### src/source/soc_pkg.sv
// Shared address map, bus widths and request types, imported by every RTL block of the fabric
package soc_pkg;

  localparam int unsigned DataWidth    = 64;
  localparam int unsigned AddrWidth    = 32;
  localparam int unsigned ApbDataWidth = 32;
  localparam int unsigned TagWidth     = 4;
  localparam int unsigned OffsetWidth  = AddrWidth - TagWidth;

  ////////////////////////////////////////////////////////////////////////////
  // Memory map
  ////////////////////////////////////////////////////////////////////////////

  localparam logic [AddrWidth-1:0] DramBase     = 32'h8000_0000;
  localparam logic [AddrWidth-1:0] UartBase     = 32'hC000_0000;
  localparam logic [AddrWidth-1:0] CtrlBase     = 32'hD000_0000;
  localparam logic [AddrWidth-1:0] PeriphLength = 32'h0000_1000;

  // Control register offsets
  localparam logic [OffsetWidth-1:0] CtrlExitOffset     = 28'h0;
  localparam logic [OffsetWidth-1:0] CtrlDramBaseOffset = 28'h8;
  localparam logic [OffsetWidth-1:0] CtrlDramEndOffset  = 28'h10;

  // Raw address, or region tag plus offset
  typedef union packed {
    logic [AddrWidth-1:0] raw;
    struct packed {
      logic [TagWidth-1:0]    tag;
      logic [OffsetWidth-1:0] offset;
    } f;
  } soc_addr_u;

  typedef enum logic [1:0] {
    TgtL2   = 2'd0,
    TgtUart = 2'd1,
    TgtCtrl = 2'd2,
    TgtNone = 2'd3
  } soc_target_e;

  // Byte-enable merge of new data over an old word
  function automatic logic [DataWidth-1:0] apply_be(
    input logic [DataWidth-1:0]   old_data,
    input logic [DataWidth-1:0]   new_data,
    input logic [DataWidth/8-1:0] be
  );
    logic [DataWidth-1:0] merged;
    merged = old_data;
    for (int i = 0; i < DataWidth / 8; i++) begin
      if (be[i]) merged[8*i +: 8] = new_data[8*i +: 8];
    end
    return merged;
  endfunction

endpackage : soc_pkg
### src/source/soc_req_if.sv
// Decoded request from the decode stage, fanned out to every target and the response merge
interface soc_req_if;
  import soc_pkg::*;

  logic                     valid;
  soc_target_e              target;
  logic                     we;
  logic [OffsetWidth-1:0]   offset;
  logic [DataWidth-1:0]     wdata;
  logic [DataWidth/8-1:0]   be;

  modport src (
    output valid,
    output target,
    output we,
    output offset,
    output wdata,
    output be
  );

  modport dst (
    input valid,
    input target,
    input we,
    input offset,
    input wdata,
    input be
  );

endinterface : soc_req_if

### src/source/ctrl_regs.sv
// Control register target: writable exit register and read-only DRAM bounds
module ctrl_regs #(
  parameter logic [soc_pkg::DataWidth-1:0] DramEnd = 64'h8000_2000
) (
  input  logic                          clk_i,
  input  logic                          arst_n_i,
  soc_req_if.dst                        req,
  output logic                          rsp_valid_o,
  output logic [soc_pkg::DataWidth-1:0] rsp_rdata_o,
  output logic                          rsp_err_o,
  output logic [soc_pkg::DataWidth-1:0] exit_o
);
  import soc_pkg::*;

  logic                 hit;
  logic [DataWidth-1:0] exit_q;
  logic [DataWidth-1:0] rdata_d;

  assign hit       = req.valid && req.target == TgtCtrl;
  assign exit_o    = exit_q;
  assign rsp_err_o = 1'b0;

  // Unknown offsets read as zero
  always_comb begin
    case (req.offset)
      CtrlExitOffset:     rdata_d = exit_q;
      CtrlDramBaseOffset: rdata_d = DataWidth'(DramBase);
      CtrlDramEndOffset:  rdata_d = DramEnd;
      default:            rdata_d = '0;
    endcase
  end

  always_ff @(posedge clk_i or negedge arst_n_i) begin
    if (!arst_n_i) begin
      exit_q      <= '0;
      rsp_valid_o <= 1'b0;
    end else begin
      rsp_valid_o <= hit;
      // Only exit takes writes
      if (hit && req.we && req.offset == CtrlExitOffset) begin
        exit_q <= apply_be(exit_q, req.wdata, req.be);
      end
    end
  end

  always_ff @(posedge clk_i) begin
    if (hit) begin
      rsp_rdata_o <= req.we ? '0 : rdata_d;
    end
  end

endmodule : ctrl_regs

### src/flat_wrapper.sv
// flat-port wrapper written by rule: the top's interface ports become plain ports
module ctrl_regs_flat import soc_pkg::*;
#(
  parameter logic [soc_pkg::DataWidth-1:0] DramEnd = 64'h8000_2000
)
  (clk_i, arst_n_i, rsp_valid_o, rsp_rdata_o, rsp_err_o, exit_o, req_valid, req_target, req_we, req_offset, req_wdata, req_be);
  soc_req_if req_i ();
  input  logic clk_i;
  input  logic arst_n_i;
  output logic rsp_valid_o;
  output logic [soc_pkg::DataWidth-1:0] rsp_rdata_o;
  output logic rsp_err_o;
  output logic [soc_pkg::DataWidth-1:0] exit_o;
  input wire logic [$bits(req_i.valid)-1:0] req_valid;
  input wire logic [$bits(req_i.target)-1:0] req_target;
  input wire logic [$bits(req_i.we)-1:0] req_we;
  input wire logic [$bits(req_i.offset)-1:0] req_offset;
  input wire logic [$bits(req_i.wdata)-1:0] req_wdata;
  input wire logic [$bits(req_i.be)-1:0] req_be;
  assign req_i.valid = req_valid;
  assign req_i.target = req_target;
  assign req_i.we = req_we;
  assign req_i.offset = req_offset;
  assign req_i.wdata = req_wdata;
  assign req_i.be = req_be;
  ctrl_regs #(.DramEnd(DramEnd)) u_core (.clk_i(clk_i), .arst_n_i(arst_n_i), .req(req_i), .rsp_valid_o(rsp_valid_o), .rsp_rdata_o(rsp_rdata_o), .rsp_err_o(rsp_err_o), .exit_o(exit_o));
endmodule
### config.mk
export PLATFORM = sky130hd
export DESIGN_NAME = ctrl_regs_flat
export DESIGN_NICKNAME = d
export VERILOG_FILES = /design/src/source/soc_pkg.sv /design/src/source/soc_req_if.sv /design/src/source/ctrl_regs.sv /design/src/flat_wrapper.sv
export SDC_FILE = /design/constraint.sdc
export NUM_CORES = 1
export LEC_CHECK = 0
export CAP_MARGIN = 20
export CELL_PAD_IN_SITES_DETAIL_PLACEMENT = 1
export CELL_PAD_IN_SITES_GLOBAL_PLACEMENT = 2
export CORE_AREA = 3 3 112 114
export DETAILED_ROUTE_END_ITERATION = 7
export DIE_AREA = 0 0 115 117
export DONT_BUFFER_PORTS = 1
export GPL_ROUTABILITY_DRIVEN = 0
export MAX_ROUTING_LAYER = met4
export PLACE_DENSITY_LB_ADDON = 0.1
export SLEW_MARGIN = 5
export SYNTH_ARGS = -nofsm -noshare
export SYNTH_HDL_FRONTEND = slang
export SYNTH_SLANG_ARGS = --single-unit
### constraint.sdc
create_clock -name clk_i -period 1.4 [get_ports clk_i]
set_input_delay 0.28 -clock clk_i [delete_from_list [all_inputs] [get_ports clk_i]]
set_output_delay 0.28 -clock clk_i [all_outputs]
set_load 0.05 [all_outputs]
==> results.cfg <==
[power]
seqPwrFrac_pct = 49.5
power.share.clock_pct = 48.2
peakVddDrop_mv = 0.7632
p_leak_nw = 3.122
p_comb_share_pct = 2.3
power_density_nw_per_um2 = 1245
p_sw_share_pct = 21.09
internal-power_mw = 6.940
p_sw_mw = 1.855

[sta]
clock_skew_ns = 0.006794
fmax_mhz = 688.7
setup_violations = 62
setup_tns_ns = -1.687
period_share_pct = 103.7
relSlewSlack_pct = 66.08
rsz0062_at_grt = true
min_period_ns = 1.452
hold_viol = 65
fin_ws_ns = -0.05194
maxSlewViolCount = 0
finalHoldWorstSlack_ns = -0.4437
tightest_slew_ns = 0.5088

[cells_and_area]
postLayoutCellArea_um2 = 7063
synthToLayoutAreaGrowth_pct = 42.30
drive_above_1_share_pct = 42.16
fin_util_pct = 61.33
nets = 546
num-fill-cells = 1059
antennaDiodeCount = 0

[routing]
final_antenna_net_count = 0
wl_met3_um = 1237
wire_per_inst_um = 21.36
dr.pass1.iters = 4
vias = 3070
totalWireLength_um = 12730
highest_layer = met4
met2_length_um = 6608
first_iter_violations = 116
drc = 0
drt-met1-wl_um = 4636
via_per_inst = 5.151

[die]
start_util_pct = 43.10
dieHeight_um = 117
dieArea_um2 = 13460
ios = 236
dieWidth_um = 115
fp-row-count = 39
core-area_um2 = 11520

[clocking]
path_clk_slew_ns = 0.06
cts-htree-levels = 4
clockBufferDepth = 2
cts.sinks = 129
cts_buffers = 17
cts_tree = done
cts_root_buf = clkbuf_16
clk-insertion-delay-late_ns = 0.42

[synthesis]
post_synth_num_cell_types = 21
synth_top_area_share_pct = 38.72
yosysTopAreaCell = edfxtp_1
synth.top_cells.by_area = edfxtp_1, dfrtp_1, mux2_2, and2_1, nand4_2
ys_seq_area_share_pct = 71.49
async_flop_share_pct = 50.39
yosys_most_used_dff = dfrtp_1
syn_area_um2 = 4964
avgSynthCellArea_um2 = 16.83
ys_warn_count = 0
syn_nets = 401
synth_seq_cells = 129
synth_enable_flop_cells = 64
synth_cells = 295

[outcome]
status = finished, violations left
violations = negative hold slack, negative setup slack

[place]
dp_hpwl_um = 8897
placedInstanceArea_um2 = 5884
io_buffers = 0

[critical_path]
cp_cell_sequence = or4_4 > nor2_4 > buf_4 > nand4_2 > buf_12 > mux2_2
cpMaxStageDelayCell = or4_4
setup.worst_path.class = input port to flip-flop
path_max_fanout = 8
critPathRequiredTime_ns = 1.69
end_kind = flip-flop
startpoint_type = input port
cp.arrival_ns = 1.74
max_stage_delay_ns = 0.53

[global_routing]
grt_max_degree = 66
grt_overflow = 0
grt_pass1_wl_um = 19200
grt_usage_pct = 20.13
grt_pass1_vias = 3375
antenna_found_initial = 0

[job]
cap_violations = 0

[worst_hold_path]
hold_class = input port to asynchronous set/reset pin
critical path: cells and delay by family:
family,cells,cell delay [ns]
buffers and inverters,2,0.33
muxes,1,0.26
and+or+nand+nor,3,0.87
power by group through the flow:
stage | clock network, mW | logic, mW | registers [mW]
global route | 4.53 | 0.214 | 4.36
CTS | 4.35 | 0.196 | 4.36
detailed placement | 0 | 0.0764 | 4.43
global placement | 0 | 0.0750 | 4.42
floorplan | 0 | 0.0459 | 4.41
finish | 4.24 | 0.200 | 4.36
path summary, 6_finish.rpt:
path / end / slack [ns] / cells past startpoint / start
max reg2reg: u_core.rsp_rdata_o[25]$_SDFFCE_PP0N_ / 0.35 / 1 / u_core.exit_o[25]$_DFFE_PN0P_
max in group asynchronous: u_core.exit_o[30]$_DFFE_PN0P_ / 1.74 / 0 / arst_n_i
min in group clk_i: u_core.exit_o[10]$_DFFE_PN0P_ / 0.02 / 1 / req_wdata[10]
max: u_core.exit_o[30]$_DFFE_PN0P_ / -0.05 / 6 / req_offset[21]
min: u_core.exit_o[8]$_DFFE_PN0P_ / -0.44 / 0 / arst_n_i
min reg2reg: u_core.exit_o[19]$_DFFE_PN0P_ / 0.52 / 1 / u_core.exit_o[19]$_DFFE_PN0P_
cell families after synthesis:
kind of cell / share of synthesized area [%]
mux: 14.52
other cells: 0.07555
buf+inv: 0.9580
simple gates: 12.63
flops: 71.49
compound gates: 0.3278
per-layer routing:
layer  global-route usage, %  up-vias
met1                   21.33     1543
li1                        -     1364
met2                   32.99      144
met3                   8.946       19
met4                   8.294        0
met5                       -        -
cell usage in the layout, fill, tap and decap left out, types with 2 or more instances in the layout:
cell / n
clkbuf_16: 17
edfxtp_1: 64
dlygate4sd3_1: 53
nor2_4: 2
nand4_2: 6
nor3_1: 3
and2_4: 2
and2_1: 60
mux2_2: 64
buf_12: 12
and4b_1: 2
nor4_1: 3
buf_4: 69
clkbuf_8: 7
dfrtp_1: 65
clkinv_1: 2
or4_4: 2
nand3b_1: 2
clkbuf_1: 3
nand4_4: 2
clkinv_2: 2
Yosys cell counts (3+ instances only):
cell type,count
and2_1,62
clkbuf_2,6
dfrtp_1,65
edfxtp_1,64
mux2_2,64
nand4_2,8
nor3_1,3
nor4_1,4
registers in the layout (all words and copies together) (netlist names):
name                count
u_core.exit_o          64
u_core.rsp_rdata_o     64
u_core.rsp_valid_o      1
final cells by class:
class                           count  area, um^2  share of cell area, %
Clock buffer                       27       533.0                  7.547
Sequential cell                   129        3548                  50.24
Clock inverter                      5       47.55                 0.6732
Timing Repair Buffer              135        1300                  18.41
Multi-Input combinational cell    157        1455                  20.60
Tap cell                          143       178.9                  2.533
metrics by stage:
stage | setup WS, ns | cells | power, mW
after floorplan | -0.4068 | 295 | 4.459
final | -0.05194 | 596 | 8.795
after CTS | -0.04172 | 594 | 8.898
after detailed placement | -0.5912 | 510 | 4.502
after global routing | -0.1057 | 596 | 9.102
after global placement | -0.5683 | 510 | 4.500
what timing repair did:
item | 4_1_cts | 5_1_grt
pin swaps | 1 | 3
hold endpoints to repair | 116 | 67
cloned | 0 | 0
gates resized for setup | 8 | 2
setup buffers | 1 | 0
hold buffers | 51 | 2
setup endpoints to repair | 66 | 127
Note: power is estimated with default switching activity, not from simulation.
