==> src/source/soc_pkg.sv <==
// Shared address map, bus widths and request types, imported by every RTL block of the fabric
package soc_pkg;

  localparam int unsigned DataWidth    = 64;
  localparam int unsigned AddrWidth    = 32;
  localparam int unsigned ApbDataWidth = 32;
  localparam int unsigned TagWidth     = 4;
  localparam int unsigned OffsetWidth  = AddrWidth - TagWidth;

  ////////////////////////////////////////////////////////////////////////////
  // Memory map
  ////////////////////////////////////////////////////////////////////////////

  localparam logic [AddrWidth-1:0] DramBase     = 32'h8000_0000;
  localparam logic [AddrWidth-1:0] UartBase     = 32'hC000_0000;
  localparam logic [AddrWidth-1:0] CtrlBase     = 32'hD000_0000;
  localparam logic [AddrWidth-1:0] PeriphLength = 32'h0000_1000;

  // Control register offsets
  localparam logic [OffsetWidth-1:0] CtrlExitOffset     = 28'h0;
  localparam logic [OffsetWidth-1:0] CtrlDramBaseOffset = 28'h8;
  localparam logic [OffsetWidth-1:0] CtrlDramEndOffset  = 28'h10;

  // Raw address, or region tag plus offset
  typedef union packed {
    logic [AddrWidth-1:0] raw;
    struct packed {
      logic [TagWidth-1:0]    tag;
      logic [OffsetWidth-1:0] offset;
    } f;
  } soc_addr_u;

  typedef enum logic [1:0] {
    TgtL2   = 2'd0,
    TgtUart = 2'd1,
    TgtCtrl = 2'd2,
    TgtNone = 2'd3
  } soc_target_e;

  // Byte-enable merge of new data over an old word
  function automatic logic [DataWidth-1:0] apply_be(
    input logic [DataWidth-1:0]   old_data,
    input logic [DataWidth-1:0]   new_data,
    input logic [DataWidth/8-1:0] be
  );
    logic [DataWidth-1:0] merged;
    merged = old_data;
    for (int i = 0; i < DataWidth / 8; i++) begin
      if (be[i]) merged[8*i +: 8] = new_data[8*i +: 8];
    end
    return merged;
  endfunction

endpackage : soc_pkg
==> src/source/soc_req_if.sv <==
// Decoded request from the decode stage, fanned out to every target and the response merge
interface soc_req_if;
  import soc_pkg::*;

  logic                     valid;
  soc_target_e              target;
  logic                     we;
  logic [OffsetWidth-1:0]   offset;
  logic [DataWidth-1:0]     wdata;
  logic [DataWidth/8-1:0]   be;

  modport src (
    output valid,
    output target,
    output we,
    output offset,
    output wdata,
    output be
  );

  modport dst (
    input valid,
    input target,
    input we,
    input offset,
    input wdata,
    input be
  );

endinterface : soc_req_if

==> src/source/resp_merge.sv <==
// Last stage: folds the target responses and unmapped-address errors into one response
module resp_merge (
  input  logic                          clk_i,
  input  logic                          arst_n_i,
  soc_req_if.dst                        req,
  input  logic                          l2_valid_i,
  input  logic [soc_pkg::DataWidth-1:0] l2_rdata_i,
  input  logic                          l2_err_i,
  input  logic                          ctrl_valid_i,
  input  logic [soc_pkg::DataWidth-1:0] ctrl_rdata_i,
  input  logic                          ctrl_err_i,
  input  logic                          uart_valid_i,
  input  logic [soc_pkg::DataWidth-1:0] uart_rdata_i,
  input  logic                          uart_err_i,
  output logic                          rsp_valid_o,
  output logic [soc_pkg::DataWidth-1:0] rsp_rdata_o,
  output logic                          rsp_err_o
);
  import soc_pkg::*;

  logic none_q;

  // Unmapped requests wait one cycle to line up with the targets
  always_ff @(posedge clk_i or negedge arst_n_i) begin
    if (!arst_n_i) begin
      none_q      <= 1'b0;
      rsp_valid_o <= 1'b0;
    end else begin
      none_q      <= req.valid && req.target == TgtNone;
      rsp_valid_o <= l2_valid_i | ctrl_valid_i | uart_valid_i | none_q;
    end
  end

  always_ff @(posedge clk_i) begin
    rsp_rdata_o <= ({DataWidth{l2_valid_i}} & l2_rdata_i) |
                   ({DataWidth{ctrl_valid_i}} & ctrl_rdata_i) |
                   ({DataWidth{uart_valid_i}} & uart_rdata_i);
    rsp_err_o   <= (l2_valid_i & l2_err_i) | (ctrl_valid_i & ctrl_err_i) |
                   (uart_valid_i & uart_err_i) | none_q;
  end

  // In-order pipeline, so targets never answer together
  assert property (@(posedge clk_i) disable iff (!arst_n_i)
    $onehot0({l2_valid_i, ctrl_valid_i, uart_valid_i, none_q}));

endmodule : resp_merge

==> src/flat_wrapper.sv <==
// flat-port wrapper written by rule: the top's interface ports become plain ports
module resp_merge_flat import soc_pkg::*;
  (clk_i, arst_n_i, l2_valid_i, l2_rdata_i, l2_err_i, ctrl_valid_i, ctrl_rdata_i, ctrl_err_i, uart_valid_i, uart_rdata_i, uart_err_i, rsp_valid_o, rsp_rdata_o, rsp_err_o, req_valid, req_target, req_we, req_offset, req_wdata, req_be);
  soc_req_if req_i ();
  input  logic clk_i;
  input  logic arst_n_i;
  input  logic l2_valid_i;
  input  logic [soc_pkg::DataWidth-1:0] l2_rdata_i;
  input  logic l2_err_i;
  input  logic ctrl_valid_i;
  input  logic [soc_pkg::DataWidth-1:0] ctrl_rdata_i;
  input  logic ctrl_err_i;
  input  logic uart_valid_i;
  input  logic [soc_pkg::DataWidth-1:0] uart_rdata_i;
  input  logic uart_err_i;
  output logic rsp_valid_o;
  output logic [soc_pkg::DataWidth-1:0] rsp_rdata_o;
  output logic rsp_err_o;
  input wire logic [$bits(req_i.valid)-1:0] req_valid;
  input wire logic [$bits(req_i.target)-1:0] req_target;
  input wire logic [$bits(req_i.we)-1:0] req_we;
  input wire logic [$bits(req_i.offset)-1:0] req_offset;
  input wire logic [$bits(req_i.wdata)-1:0] req_wdata;
  input wire logic [$bits(req_i.be)-1:0] req_be;
  assign req_i.valid = req_valid;
  assign req_i.target = req_target;
  assign req_i.we = req_we;
  assign req_i.offset = req_offset;
  assign req_i.wdata = req_wdata;
  assign req_i.be = req_be;
  resp_merge u_core (.clk_i(clk_i), .arst_n_i(arst_n_i), .req(req_i), .l2_valid_i(l2_valid_i), .l2_rdata_i(l2_rdata_i), .l2_err_i(l2_err_i), .ctrl_valid_i(ctrl_valid_i), .ctrl_rdata_i(ctrl_rdata_i), .ctrl_err_i(ctrl_err_i), .uart_valid_i(uart_valid_i), .uart_rdata_i(uart_rdata_i), .uart_err_i(uart_err_i), .rsp_valid_o(rsp_valid_o), .rsp_rdata_o(rsp_rdata_o), .rsp_err_o(rsp_err_o));
endmodule
==> config.mk <==
export PLATFORM = sky130hd
export DESIGN_NAME = resp_merge_flat
export DESIGN_NICKNAME = d
export VERILOG_FILES = /design/src/source/soc_pkg.sv /design/src/source/soc_req_if.sv /design/src/source/resp_merge.sv /design/src/flat_wrapper.sv
export SDC_FILE = /design/constraint.sdc
export NUM_CORES = 1
export LEC_CHECK = 0
export ABC_AREA = 1
export BUFFER_PORTS_ARGS = -buffer_cell sky130_fd_sc_hd__buf_4
export CELL_PAD_IN_SITES_DETAIL_PLACEMENT = 1
export CELL_PAD_IN_SITES_GLOBAL_PLACEMENT = 2
export CORE_AREA = 2 2 144 146
export CTS_BUF_LIST = sky130_fd_sc_hd__clkbuf_8
export CTS_CLUSTER_DIAMETER = 100
export DETAILED_ROUTE_END_ITERATION = 12
export DIE_AREA = 0 0 146 148
export PLACE_DENSITY_LB_ADDON = 0.3
export REMOVE_ABC_BUFFERS = 1
export SYNTH_ARGS = -nofsm -noshare
export SYNTH_HDL_FRONTEND = slang
export SYNTH_SLANG_ARGS = --single-unit
==> constraint.sdc <==
create_clock -name clk_i -period 1.96 [get_ports clk_i]
set_input_delay 0.098 -clock clk_i [delete_from_list [all_inputs] [get_ports clk_i]]
set_output_delay 0.098 -clock clk_i [all_outputs]
set_load 0.1 [all_outputs]
==> results.sh <==
export IMPL_routed_wl_um=14000
export IMPL_grt_overflow_total=0
export IMPL_worst_slack_ns=0.692
export IMPL_yosysSeqAreaShare_pct=51.8
export IMPL_final_common_cell="buf_4"
export IMPL_slew_viol_final=0
export IMPL_cp_slowest_cell="dlygate4sd3_1"
export IMPL_critPathMostFrequentCell="dlygate4sd3_1"
export IMPL_cts_setup_buffers=0
export IMPL_syn_avg_cell_area_um2=7.36
export IMPL_n_fill_cell=2471
export IMPL_dr_pass1_iters=4
export IMPL_gp_congestion=0.747
export IMPL_fp_coreArea_um2=20000
export IMPL_cpPeakStageDelay_ns=0.54
export IMPL_ir_drop_uv=213
export IMPL_finalClockSkew_ns=0.000512
export IMPL_multi_input_area_um2=1080
export IMPL_viasPerCell=3.84
export IMPL_mostFrequentLayoutCells="buf_4, nand2_1, dlygate4sd3_1"
export IMPL_antenna_cells=0
export IMPL_dp_hpwl_um=9700
export IMPL_cts_root_buffer="clkbuf_8"
export IMPL_synth_seq_cells=67
export IMPL_first_global_vias=4361
export IMPL_power_mw=4.47
export IMPL_io_buffers=268
export IMPL_drive_above_1_share_pct=37.7
export IMPL_nets=1051
export IMPL_slew_headroom_pct=49.6
export IMPL_setup_tns_ns=0
export IMPL_p_per_area_nw_per_um2=709
export IMPL_worst_setup_path_end_kind="flop"
export IMPL_reg2reg_slack_ns=0.74
export IMPL_tightest_slew_ns=0.755
export IMPL_cts_buffers=9
export IMPL_initial_core_util_pct=13.0
export IMPL_finalHoldViolCount=0
export IMPL_clock_sinks=67
export IMPL_synth_cells=354
export IMPL_crit_chain="dlygate4sd3_1 > buf_4 > a21oi_1 > nand2_1 > dlygate4sd3_1"
export IMPL_fmax_ghz=0.789
export IMPL_die_area_um2=21600
export IMPL_crit_type="in2reg"
export IMPL_dpl_cell_area_um2=4820
export IMPL_finalSetupViolCount=0
export IMPL_ff_latch_area_um2=1350
export IMPL_dp_cells=873
export IMPL_fp_dieW_um=146
export IMPL_worst_ep_required_time_ns=2.21
export IMPL_grt_pass1_wl_um=22000
export IMPL_crit_buf_inv=3
export IMPL_ios=370
export IMPL_vias=3917
export IMPL_grt_max_degree=67
export IMPL_rsz0062_at_grt="no"
export IMPL_worst_path_max_fanout=1
export IMPL_place_ws_ns=0.855
export IMPL_fp_row_count=52
export IMPL_startpoint_type="input pin"
export IMPL_post_route_min_period_ns=1.27
export IMPL_fin_cells=1021
export IMPL_final_cell_area_um2=6310
export IMPL_wl_per_cell_um=13.7
export IMPL_fin_crit_sh_pct=64.7
export IMPL_hold_class="in2async"
export IMPL_synth_warnings=0
export IMPL_clock_latency_ns=0.35
export IMPL_critPathArrivalTime_ns=1.52
export IMPL_netlist_area_um2=2610
export IMPL_drc=0
export IMPL_grt_use_total_pct=12.9
export IMPL_h_tree_depth=3
export IMPL_drt_iter0_markers=65
export IMPL_clk_pin_slew_ns=0.08
export IMPL_antenna_found_initial=0
export IMPL_fp_dieH_um=148
export IMPL_leakage_nw=3.13
export IMPL_critPathTopFamily="buffers and inverters"
export IMPL_clock_path_buffers=2
export IMPL_area_growth_pct=142
export IMPL_ys_types=11
export IMPL_antenna_left=0
export IMPL_cts_tree="done"
export IMPL_cap_violations=0
export IMPL_status="completed"
metrics by stage:
step                      hold WS [ns]  utilization, %
after CTS                       0.0319            31.5
final                           0.0697            31.5
after detailed placement        -0.116            24.1
after floorplan                 -0.198               -
after global placement          -0.117            24.1
after global routing            0.0515            31.5
cell families (layout without fill, tap and decap cells):
family,after synthesis,in the layout,synth area share (%)
buf+inv,22,419,6.77
simple gates,264,264,41.2
flops,67,67,51.8
compound gates,1,1,0.192
sequential cells by signal (all words and copies together) (netlist names):
name / count
u_core.rsp_err_o: 1
u_core.rsp_rdata_o: 64
u_core.none_q: 1
u_core.rsp_valid_o: 1
area by class of cell:
class	count	share of cell area (%)
clock buffer	10	2.18
clock inverter	5	0.357
inverter	1	0.0594
multi-input combinational	265	17.1
sequential	67	21.4
tap	270	5.35
timing repair buffer	403	53.6
layer usage:
layer | track usage, % | share of wire [%] | routed length, um
met5 | 0 | 0 | 0
met4 | 6.26 | 3.1 | 429
met3 | 3.95 | 7.7 | 1080
met2 | 23.9 | 51 | 7190
met1 | 13.3 | 38 | 5290
final timing paths:
kind                          startpoint                 end  depth (start not counted)
setup / recovery              uart_err_i    u_core.rsp_err_o                          5
hold / removal                  arst_n_i       u_core.none_q                          2
setup reg to reg           u_core.none_q    u_core.rsp_err_o                          3
hold reg to reg            u_core.none_q  u_core.rsp_valid_o                          2
max in group asynchronous       arst_n_i  u_core.rsp_valid_o                          2
min in group clk_i          uart_valid_i  u_core.rsp_valid_o                          3
what timing repair did:
action | CTS | global route
resized for setup | 0 | 0
endpoints found under the hold margin | 68 | 0
hold buffers | 133 | 0
synthesized netlist by cell type:
cell type | count | share of area, %
nand3_1 | 64 | 12
nor2_1 | 2 | 0.29
buf_2 | 6 | 1.2
inv_1 | 1 | 0.14
a21oi_1 | 1 | 0.19
buf_4 | 7 | 2.0
dfrtp_1 | 2 | 1.9
and3_1 | 1 | 0.24
nand2_1 | 197 | 28
buf_6 | 8 | 3.5
dfxtp_1 | 65 | 50
power breakdown:
| group | internal [mW] | total [mW] | leakage (nW) | switching, mW |
|---|---|---|---|---|
| Sequential | 1.48 | 1.52 | 0.571 | 0.0332 |
| Combinational | 0.713 | 1.92 | 2.47 | 1.21 |
| Clock | 0.472 | 1.04 | 0.0943 | 0.566 |
No activity file was read; power rests on OpenSTA's default activity.
