## config.mk

```make
export PLATFORM = sky130hd
export DESIGN_NAME = uart_apb_bridge_flat
export DESIGN_NICKNAME = d
export VERILOG_FILES = /design/src/source/soc_pkg.sv /design/src/source/soc_req_if.sv /design/src/source/uart_apb_bridge.sv /design/src/flat_wrapper.sv
export SDC_FILE = /design/constraint.sdc
export NUM_CORES = 1
export LEC_CHECK = 0
export BUFFER_PORTS_ARGS = -buffer_cell sky130_fd_sc_hd__buf_2
export CORE_ASPECT_RATIO = 1.5
export CORE_MARGIN = 2
export CORE_UTILIZATION = 30
export DETAILED_ROUTE_END_ITERATION = 8
export GPL_TIMING_DRIVEN = 0
export PLACE_DENSITY_LB_ADDON = 0.1
export SLEW_MARGIN = 5
export SYNTH_ARGS = -nofsm -noshare
export SYNTH_HDL_FRONTEND = slang
export SYNTH_SLANG_ARGS = --single-unit
```

## constraint.sdc

```tcl
create_clock -name clk_i -period 6.9 [get_ports clk_i]
set_input_delay 0.345 -clock clk_i [delete_from_list [all_inputs] [get_ports clk_i]]
set_output_delay 0.345 -clock clk_i [all_outputs]
set_load 0.05 [all_outputs]
```

## src/source/soc_pkg.sv

```systemverilog
// Shared address map, bus widths and request types, imported by every RTL block of the fabric
package soc_pkg;

  localparam int unsigned DataWidth    = 64;
  localparam int unsigned AddrWidth    = 32;
  localparam int unsigned ApbDataWidth = 32;
  localparam int unsigned TagWidth     = 4;
  localparam int unsigned OffsetWidth  = AddrWidth - TagWidth;

  ////////////////////////////////////////////////////////////////////////////
  // Memory map
  ////////////////////////////////////////////////////////////////////////////

  localparam logic [AddrWidth-1:0] DramBase     = 32'h8000_0000;
  localparam logic [AddrWidth-1:0] UartBase     = 32'hC000_0000;
  localparam logic [AddrWidth-1:0] CtrlBase     = 32'hD000_0000;
  localparam logic [AddrWidth-1:0] PeriphLength = 32'h0000_1000;

  // Control register offsets
  localparam logic [OffsetWidth-1:0] CtrlExitOffset     = 28'h0;
  localparam logic [OffsetWidth-1:0] CtrlDramBaseOffset = 28'h8;
  localparam logic [OffsetWidth-1:0] CtrlDramEndOffset  = 28'h10;

  // Raw address, or region tag plus offset
  typedef union packed {
    logic [AddrWidth-1:0] raw;
    struct packed {
      logic [TagWidth-1:0]    tag;
      logic [OffsetWidth-1:0] offset;
    } f;
  } soc_addr_u;

  typedef enum logic [1:0] {
    TgtL2   = 2'd0,
    TgtUart = 2'd1,
    TgtCtrl = 2'd2,
    TgtNone = 2'd3
  } soc_target_e;

  // Byte-enable merge of new data over an old word
  function automatic logic [DataWidth-1:0] apply_be(
    input logic [DataWidth-1:0]   old_data,
    input logic [DataWidth-1:0]   new_data,
    input logic [DataWidth/8-1:0] be
  );
    logic [DataWidth-1:0] merged;
    merged = old_data;
    for (int i = 0; i < DataWidth / 8; i++) begin
      if (be[i]) merged[8*i +: 8] = new_data[8*i +: 8];
    end
    return merged;
  endfunction

endpackage : soc_pkg
```

## src/source/soc_req_if.sv

```systemverilog
// Decoded request from the decode stage, fanned out to every target and the response merge
interface soc_req_if;
  import soc_pkg::*;

  logic                     valid;
  soc_target_e              target;
  logic                     we;
  logic [OffsetWidth-1:0]   offset;
  logic [DataWidth-1:0]     wdata;
  logic [DataWidth/8-1:0]   be;

  modport src (
    output valid,
    output target,
    output we,
    output offset,
    output wdata,
    output be
  );

  modport dst (
    input valid,
    input target,
    input we,
    input offset,
    input wdata,
    input be
  );

endinterface : soc_req_if

```

## src/source/uart_apb_bridge.sv

```systemverilog
// UART target: turns one decoded request into an APB transfer and waits out pready
module uart_apb_bridge (
  input  logic                             clk_i,
  input  logic                             arst_n_i,
  soc_req_if.dst                           req,
  output logic                             busy_o,
  output logic                             rsp_valid_o,
  output logic [soc_pkg::DataWidth-1:0]    rsp_rdata_o,
  output logic                             rsp_err_o,
  output logic                             uart_psel_o,
  output logic                             uart_penable_o,
  output logic                             uart_pwrite_o,
  output logic [soc_pkg::AddrWidth-1:0]    uart_paddr_o,
  output logic [soc_pkg::ApbDataWidth-1:0] uart_pwdata_o,
  input  logic [soc_pkg::ApbDataWidth-1:0] uart_prdata_i,
  input  logic                             uart_pready_i,
  input  logic                             uart_pslverr_i
);
  import soc_pkg::*;

  typedef enum logic [1:0] {
    Idle   = 2'd0,
    Setup  = 2'd1,
    Access = 2'd2
  } state_e;

  state_e state_q;
  logic   hit;
  logic   done;

  assign hit  = req.valid && req.target == TgtUart;
  assign done = state_q == Access && uart_pready_i;

  // Busy from the cycle the request arrives until pready completes it
  assign busy_o         = hit || state_q != Idle;
  assign uart_psel_o    = state_q != Idle;
  assign uart_penable_o = state_q == Access;

  always_ff @(posedge clk_i or negedge arst_n_i) begin
    if (!arst_n_i) begin
      state_q     <= Idle;
      rsp_valid_o <= 1'b0;
    end else begin
      rsp_valid_o <= done;
      case (state_q)
        Idle:    if (hit) state_q <= Setup;
        Setup:   state_q <= Access;
        Access:  if (uart_pready_i) state_q <= Idle;
        default: state_q <= Idle;
      endcase
    end
  end

  ////////////////////////////////////////////////////////////////////////////
  // Transfer and response payload
  ////////////////////////////////////////////////////////////////////////////

  always_ff @(posedge clk_i) begin
    if (state_q == Idle && hit) begin
      uart_pwrite_o <= req.we;
      uart_paddr_o  <= AddrWidth'(req.offset);
      uart_pwdata_o <= req.wdata[ApbDataWidth-1:0];
    end
    if (done) begin
      rsp_rdata_o <= DataWidth'(uart_prdata_i);
      rsp_err_o   <= uart_pslverr_i;
    end
  end

  // Decode holds new UART requests off until the transfer ends
  assert property (@(posedge clk_i) disable iff (!arst_n_i)
    hit |-> state_q == Idle);

endmodule : uart_apb_bridge

```

## src/flat_wrapper.sv

```systemverilog
// flat-port wrapper written by rule: the top's interface ports become plain ports
module uart_apb_bridge_flat import soc_pkg::*;
  (clk_i, arst_n_i, busy_o, rsp_valid_o, rsp_rdata_o, rsp_err_o, uart_psel_o, uart_penable_o, uart_pwrite_o, uart_paddr_o, uart_pwdata_o, uart_prdata_i, uart_pready_i, uart_pslverr_i, req_valid, req_target, req_we, req_offset, req_wdata, req_be);
  soc_req_if req_i ();
  input  logic clk_i;
  input  logic arst_n_i;
  output logic busy_o;
  output logic rsp_valid_o;
  output logic [soc_pkg::DataWidth-1:0] rsp_rdata_o;
  output logic rsp_err_o;
  output logic uart_psel_o;
  output logic uart_penable_o;
  output logic uart_pwrite_o;
  output logic [soc_pkg::AddrWidth-1:0] uart_paddr_o;
  output logic [soc_pkg::ApbDataWidth-1:0] uart_pwdata_o;
  input  logic [soc_pkg::ApbDataWidth-1:0] uart_prdata_i;
  input  logic uart_pready_i;
  input  logic uart_pslverr_i;
  input wire logic [$bits(req_i.valid)-1:0] req_valid;
  input wire logic [$bits(req_i.target)-1:0] req_target;
  input wire logic [$bits(req_i.we)-1:0] req_we;
  input wire logic [$bits(req_i.offset)-1:0] req_offset;
  input wire logic [$bits(req_i.wdata)-1:0] req_wdata;
  input wire logic [$bits(req_i.be)-1:0] req_be;
  assign req_i.valid = req_valid;
  assign req_i.target = req_target;
  assign req_i.we = req_we;
  assign req_i.offset = req_offset;
  assign req_i.wdata = req_wdata;
  assign req_i.be = req_be;
  uart_apb_bridge u_core (.clk_i(clk_i), .arst_n_i(arst_n_i), .req(req_i), .busy_o(busy_o), .rsp_valid_o(rsp_valid_o), .rsp_rdata_o(rsp_rdata_o), .rsp_err_o(rsp_err_o), .uart_psel_o(uart_psel_o), .uart_penable_o(uart_penable_o), .uart_pwrite_o(uart_pwrite_o), .uart_paddr_o(uart_paddr_o), .uart_pwdata_o(uart_pwdata_o), .uart_prdata_i(uart_prdata_i), .uart_pready_i(uart_pready_i), .uart_pslverr_i(uart_pslverr_i));
endmodule
```

==> results.cfg <==
[run_status]
status = finished clean

[yosys]
ys_ff_latch = 97
syn_area_per_cell_um2 = 22.58
synthAdderAreaFrac_pct = 0
synthXorXnorAreaFrac_pct = 0
synth_largest_area_cell = edfxtp_1
synthCells = 143
synth_top_area_share_pct = 87.41
yosysWarningCount = 0
synthTopCellsByArea = edfxtp_1, buf_4, dfrtp_1, mux2_2, nor2_1
netlist_area_um2 = 3229
synth_top_family_by_area = buffers and inverters
ys_seq_area_share_pct = 89.73
synthSimpleGateAreaFrac_pct = 1.434
synth_cell_types = 11
synthMuxAreaShare_pct = 0.3487
synth-compound-area-share_pct = 0

[critical_path]
end_kind = register
worst_ep_required_time_ns = 6.94
cp_max_fo = 27
crit_type = reg2reg
r2r_slack_ns = 5.14
worstSetupStartpointType = register
critPathArrivalTime_ns = 1.79

[drt]
drt_iter0_markers = 73
vias_per_cell = 3.732
dr.pass1.iters = 4
drc = 0
detail_route.wl_per_cell_um = 13.04
routed_wl_mm = 7.018
ant_nets = 0
detailroute.via_count = 2008

[run]
max-cap-violations = 0

[hold_path]
min_path_type = in2reg

[cts]
clock-sinks = 97
numCtsBuffers = 9
clockBufferDepth = 2
cts_resized = 0
clk_latency_ns = 0.33
root_buffer = clkbuf_16
clk_pin_slew_worst_paths_ns = 0.07
cts_tree = done
h-tree-depth = 3

[die]
design.core.area_um2 = 10530
start_util_pct = 30.66
dieArea_um2 = 11630
die_h_um = 131.1
io-pin-count = 274
num_rows = 46
dieWidth_um = 88.72

[finish]
antenna_cells = 0
fillers = 971
drive_above_1_share_pct = 64.47
finalNetCount = 529
final_cell_mix = buf_2, edfxtp_1, buf_4, conb_1, clkbuf_16
area.growth.synth_to_final_pct = 50.68
mostFrequentLayoutCell = buf_2

[timing]
finClkSkew_ns = 0.006273
final_hold_viol_count = 0
rsz0062_at_grt = no
setup_viol = 0
max_freq_mhz = 569.0
slew_viol_final = 0
timing.setup.tns_ns = 0
fin_crit_ns = 1.757
worst_pin_slew_ns = 0.7480
fin_crit_sh_pct = 25.47
slew_headroom_pct = 50.14

[grt]
overflow = 0
grt_usage_pct = 11.36
grt_pass1_wl_mm = 9.473
grt_max_degree = 35
grt_pass1_vias = 1888
antenna_found_initial = 0

[power]
power_frac_seq_pct = 51.5
p_clk_share_pct = 34.3
swShare_pct = 26.10
p_sw_mw = 0.3402
leakagePower_nw = 2.177
internal_power_mw = 0.9634
vdd_drop_max_mv = 0.1291
combPwrFrac_pct = 14.1
p_per_area_nw_per_um2 = 267.9
power.total_mw = 1.304

[placement]
place_congestion = 0.6991
port_buffers = 197
==> timing repair <==
action,in CTS,in global routing
buffers inserted,0,0
endpoints found under the setup margin,0,0
hold buffers,1,0
endpoints found under the hold margin,3,0
==> state kept, by name, summed over array words and instances, names as in the netlist <==
| signal | count |
|---|---|
| u_core.rsp_rdata_o | 32 |
| u_core.uart_pwdata_o | 32 |
| u_core.uart_paddr_o | 28 |
| u_core.state_q | 2 |
| u_core.rsp_err_o | 1 |
| u_core.rsp_valid_o | 1 |
| u_core.uart_pwrite_o | 1 |
==> Yosys cell counts <==
library cell and number:
dfrtp_1 3, edfxtp_1 94, mux2_2 1, nand3b_1 1, nand2b_1 1, and2_1 1, nor2_1 3, buf_4 36
nor2b_1 1, conb_1 1, or2_4 1
==> logic make-up after synthesis <==
kind of cell,count (synthesis)
multiplexers,1
flip-flops,97
AND/OR/NAND/NOR,8
other,1
buffers and inverters,36
==> power by group through the flow <==
stage          Clock (mW)  Sequential, mW  Combinational (mW)
2_1_floorplan           0           0.744              0.0758
3_3_place_gp            0           0.686               0.179
3_5_place_dp            0           0.685               0.184
4_1_cts             0.467           0.672               0.184
5_1_grt             0.484           0.674               0.194
6_report            0.448           0.672               0.184
==> cell type report <==
class                      instances  area [um2]  share of cell area [%]
multi-input combinational         45       201.4                   4.140
clock inverter                     6       43.79                  0.9000
timing repair buffer             200        1044                   21.45
sequential                        97        2898                   59.55
buffer                            36       270.3                   5.554
tap                              144       180.2                   3.703
clock buffer                      10       229.0                   4.706
==> path summary, 6_finish.rpt <==
kind,cells after the start,start,to
min,1,req_offset[27],u_core.uart_paddr_o[27]
min reg2reg,1,u_core.state_q[1],u_core.state_q[1]
max,4,u_core.state_q[1],u_core.uart_pwdata_o[21]
max reg2reg,4,u_core.state_q[1],u_core.uart_pwdata_o[21]
min in group asynchronous,2,arst_n_i,u_core.rsp_valid_o
max in group asynchronous,2,arst_n_i,u_core.state_q[1]
==> layer usage <==
| metal | track usage, % | wire [um] | up-vias | share of wire [%] |
|---|---|---|---|---|
| met5 | 0 | 0 | - | 0 |
| met1 | 11.04 | 2349 | 900 | 33 |
| met3 | 6.763 | 1014 | 8 | 14 |
| met2 | 18.74 | 3527 | 148 | 50 |
| li1 | - | - | 952 | - |
| met4 | 5.793 | 126 | 0 | 1.8 |
==> critical path: stages, from the launching register on <==
cell	delay, ns
dfrtp_1	0.40
or2_4	0.28
nor2_4	0.33
buf_16	0.23
buf_12	0.20
==> through the flow <==
stage | hold slack, ns | cell area (um2) | worst slack, ns | std cells | utilization [%]
global placement | 0.1450 | 4527 | 2.137 | 519 | 42.98
detailed placement | 0.1503 | 4583 | 5.064 | 521 | 43.51
finish | 0.1803 | 4866 | 5.143 | 538 | 46.20
floorplan | 0.04941 | 3361 | 3.133 | 178 | -
CTS | 0.1637 | 4866 | 5.115 | 538 | 46.20
global route | 0.1600 | 4866 | 5.036 | 538 | 46.20
(Power assumes the default switching activity.)
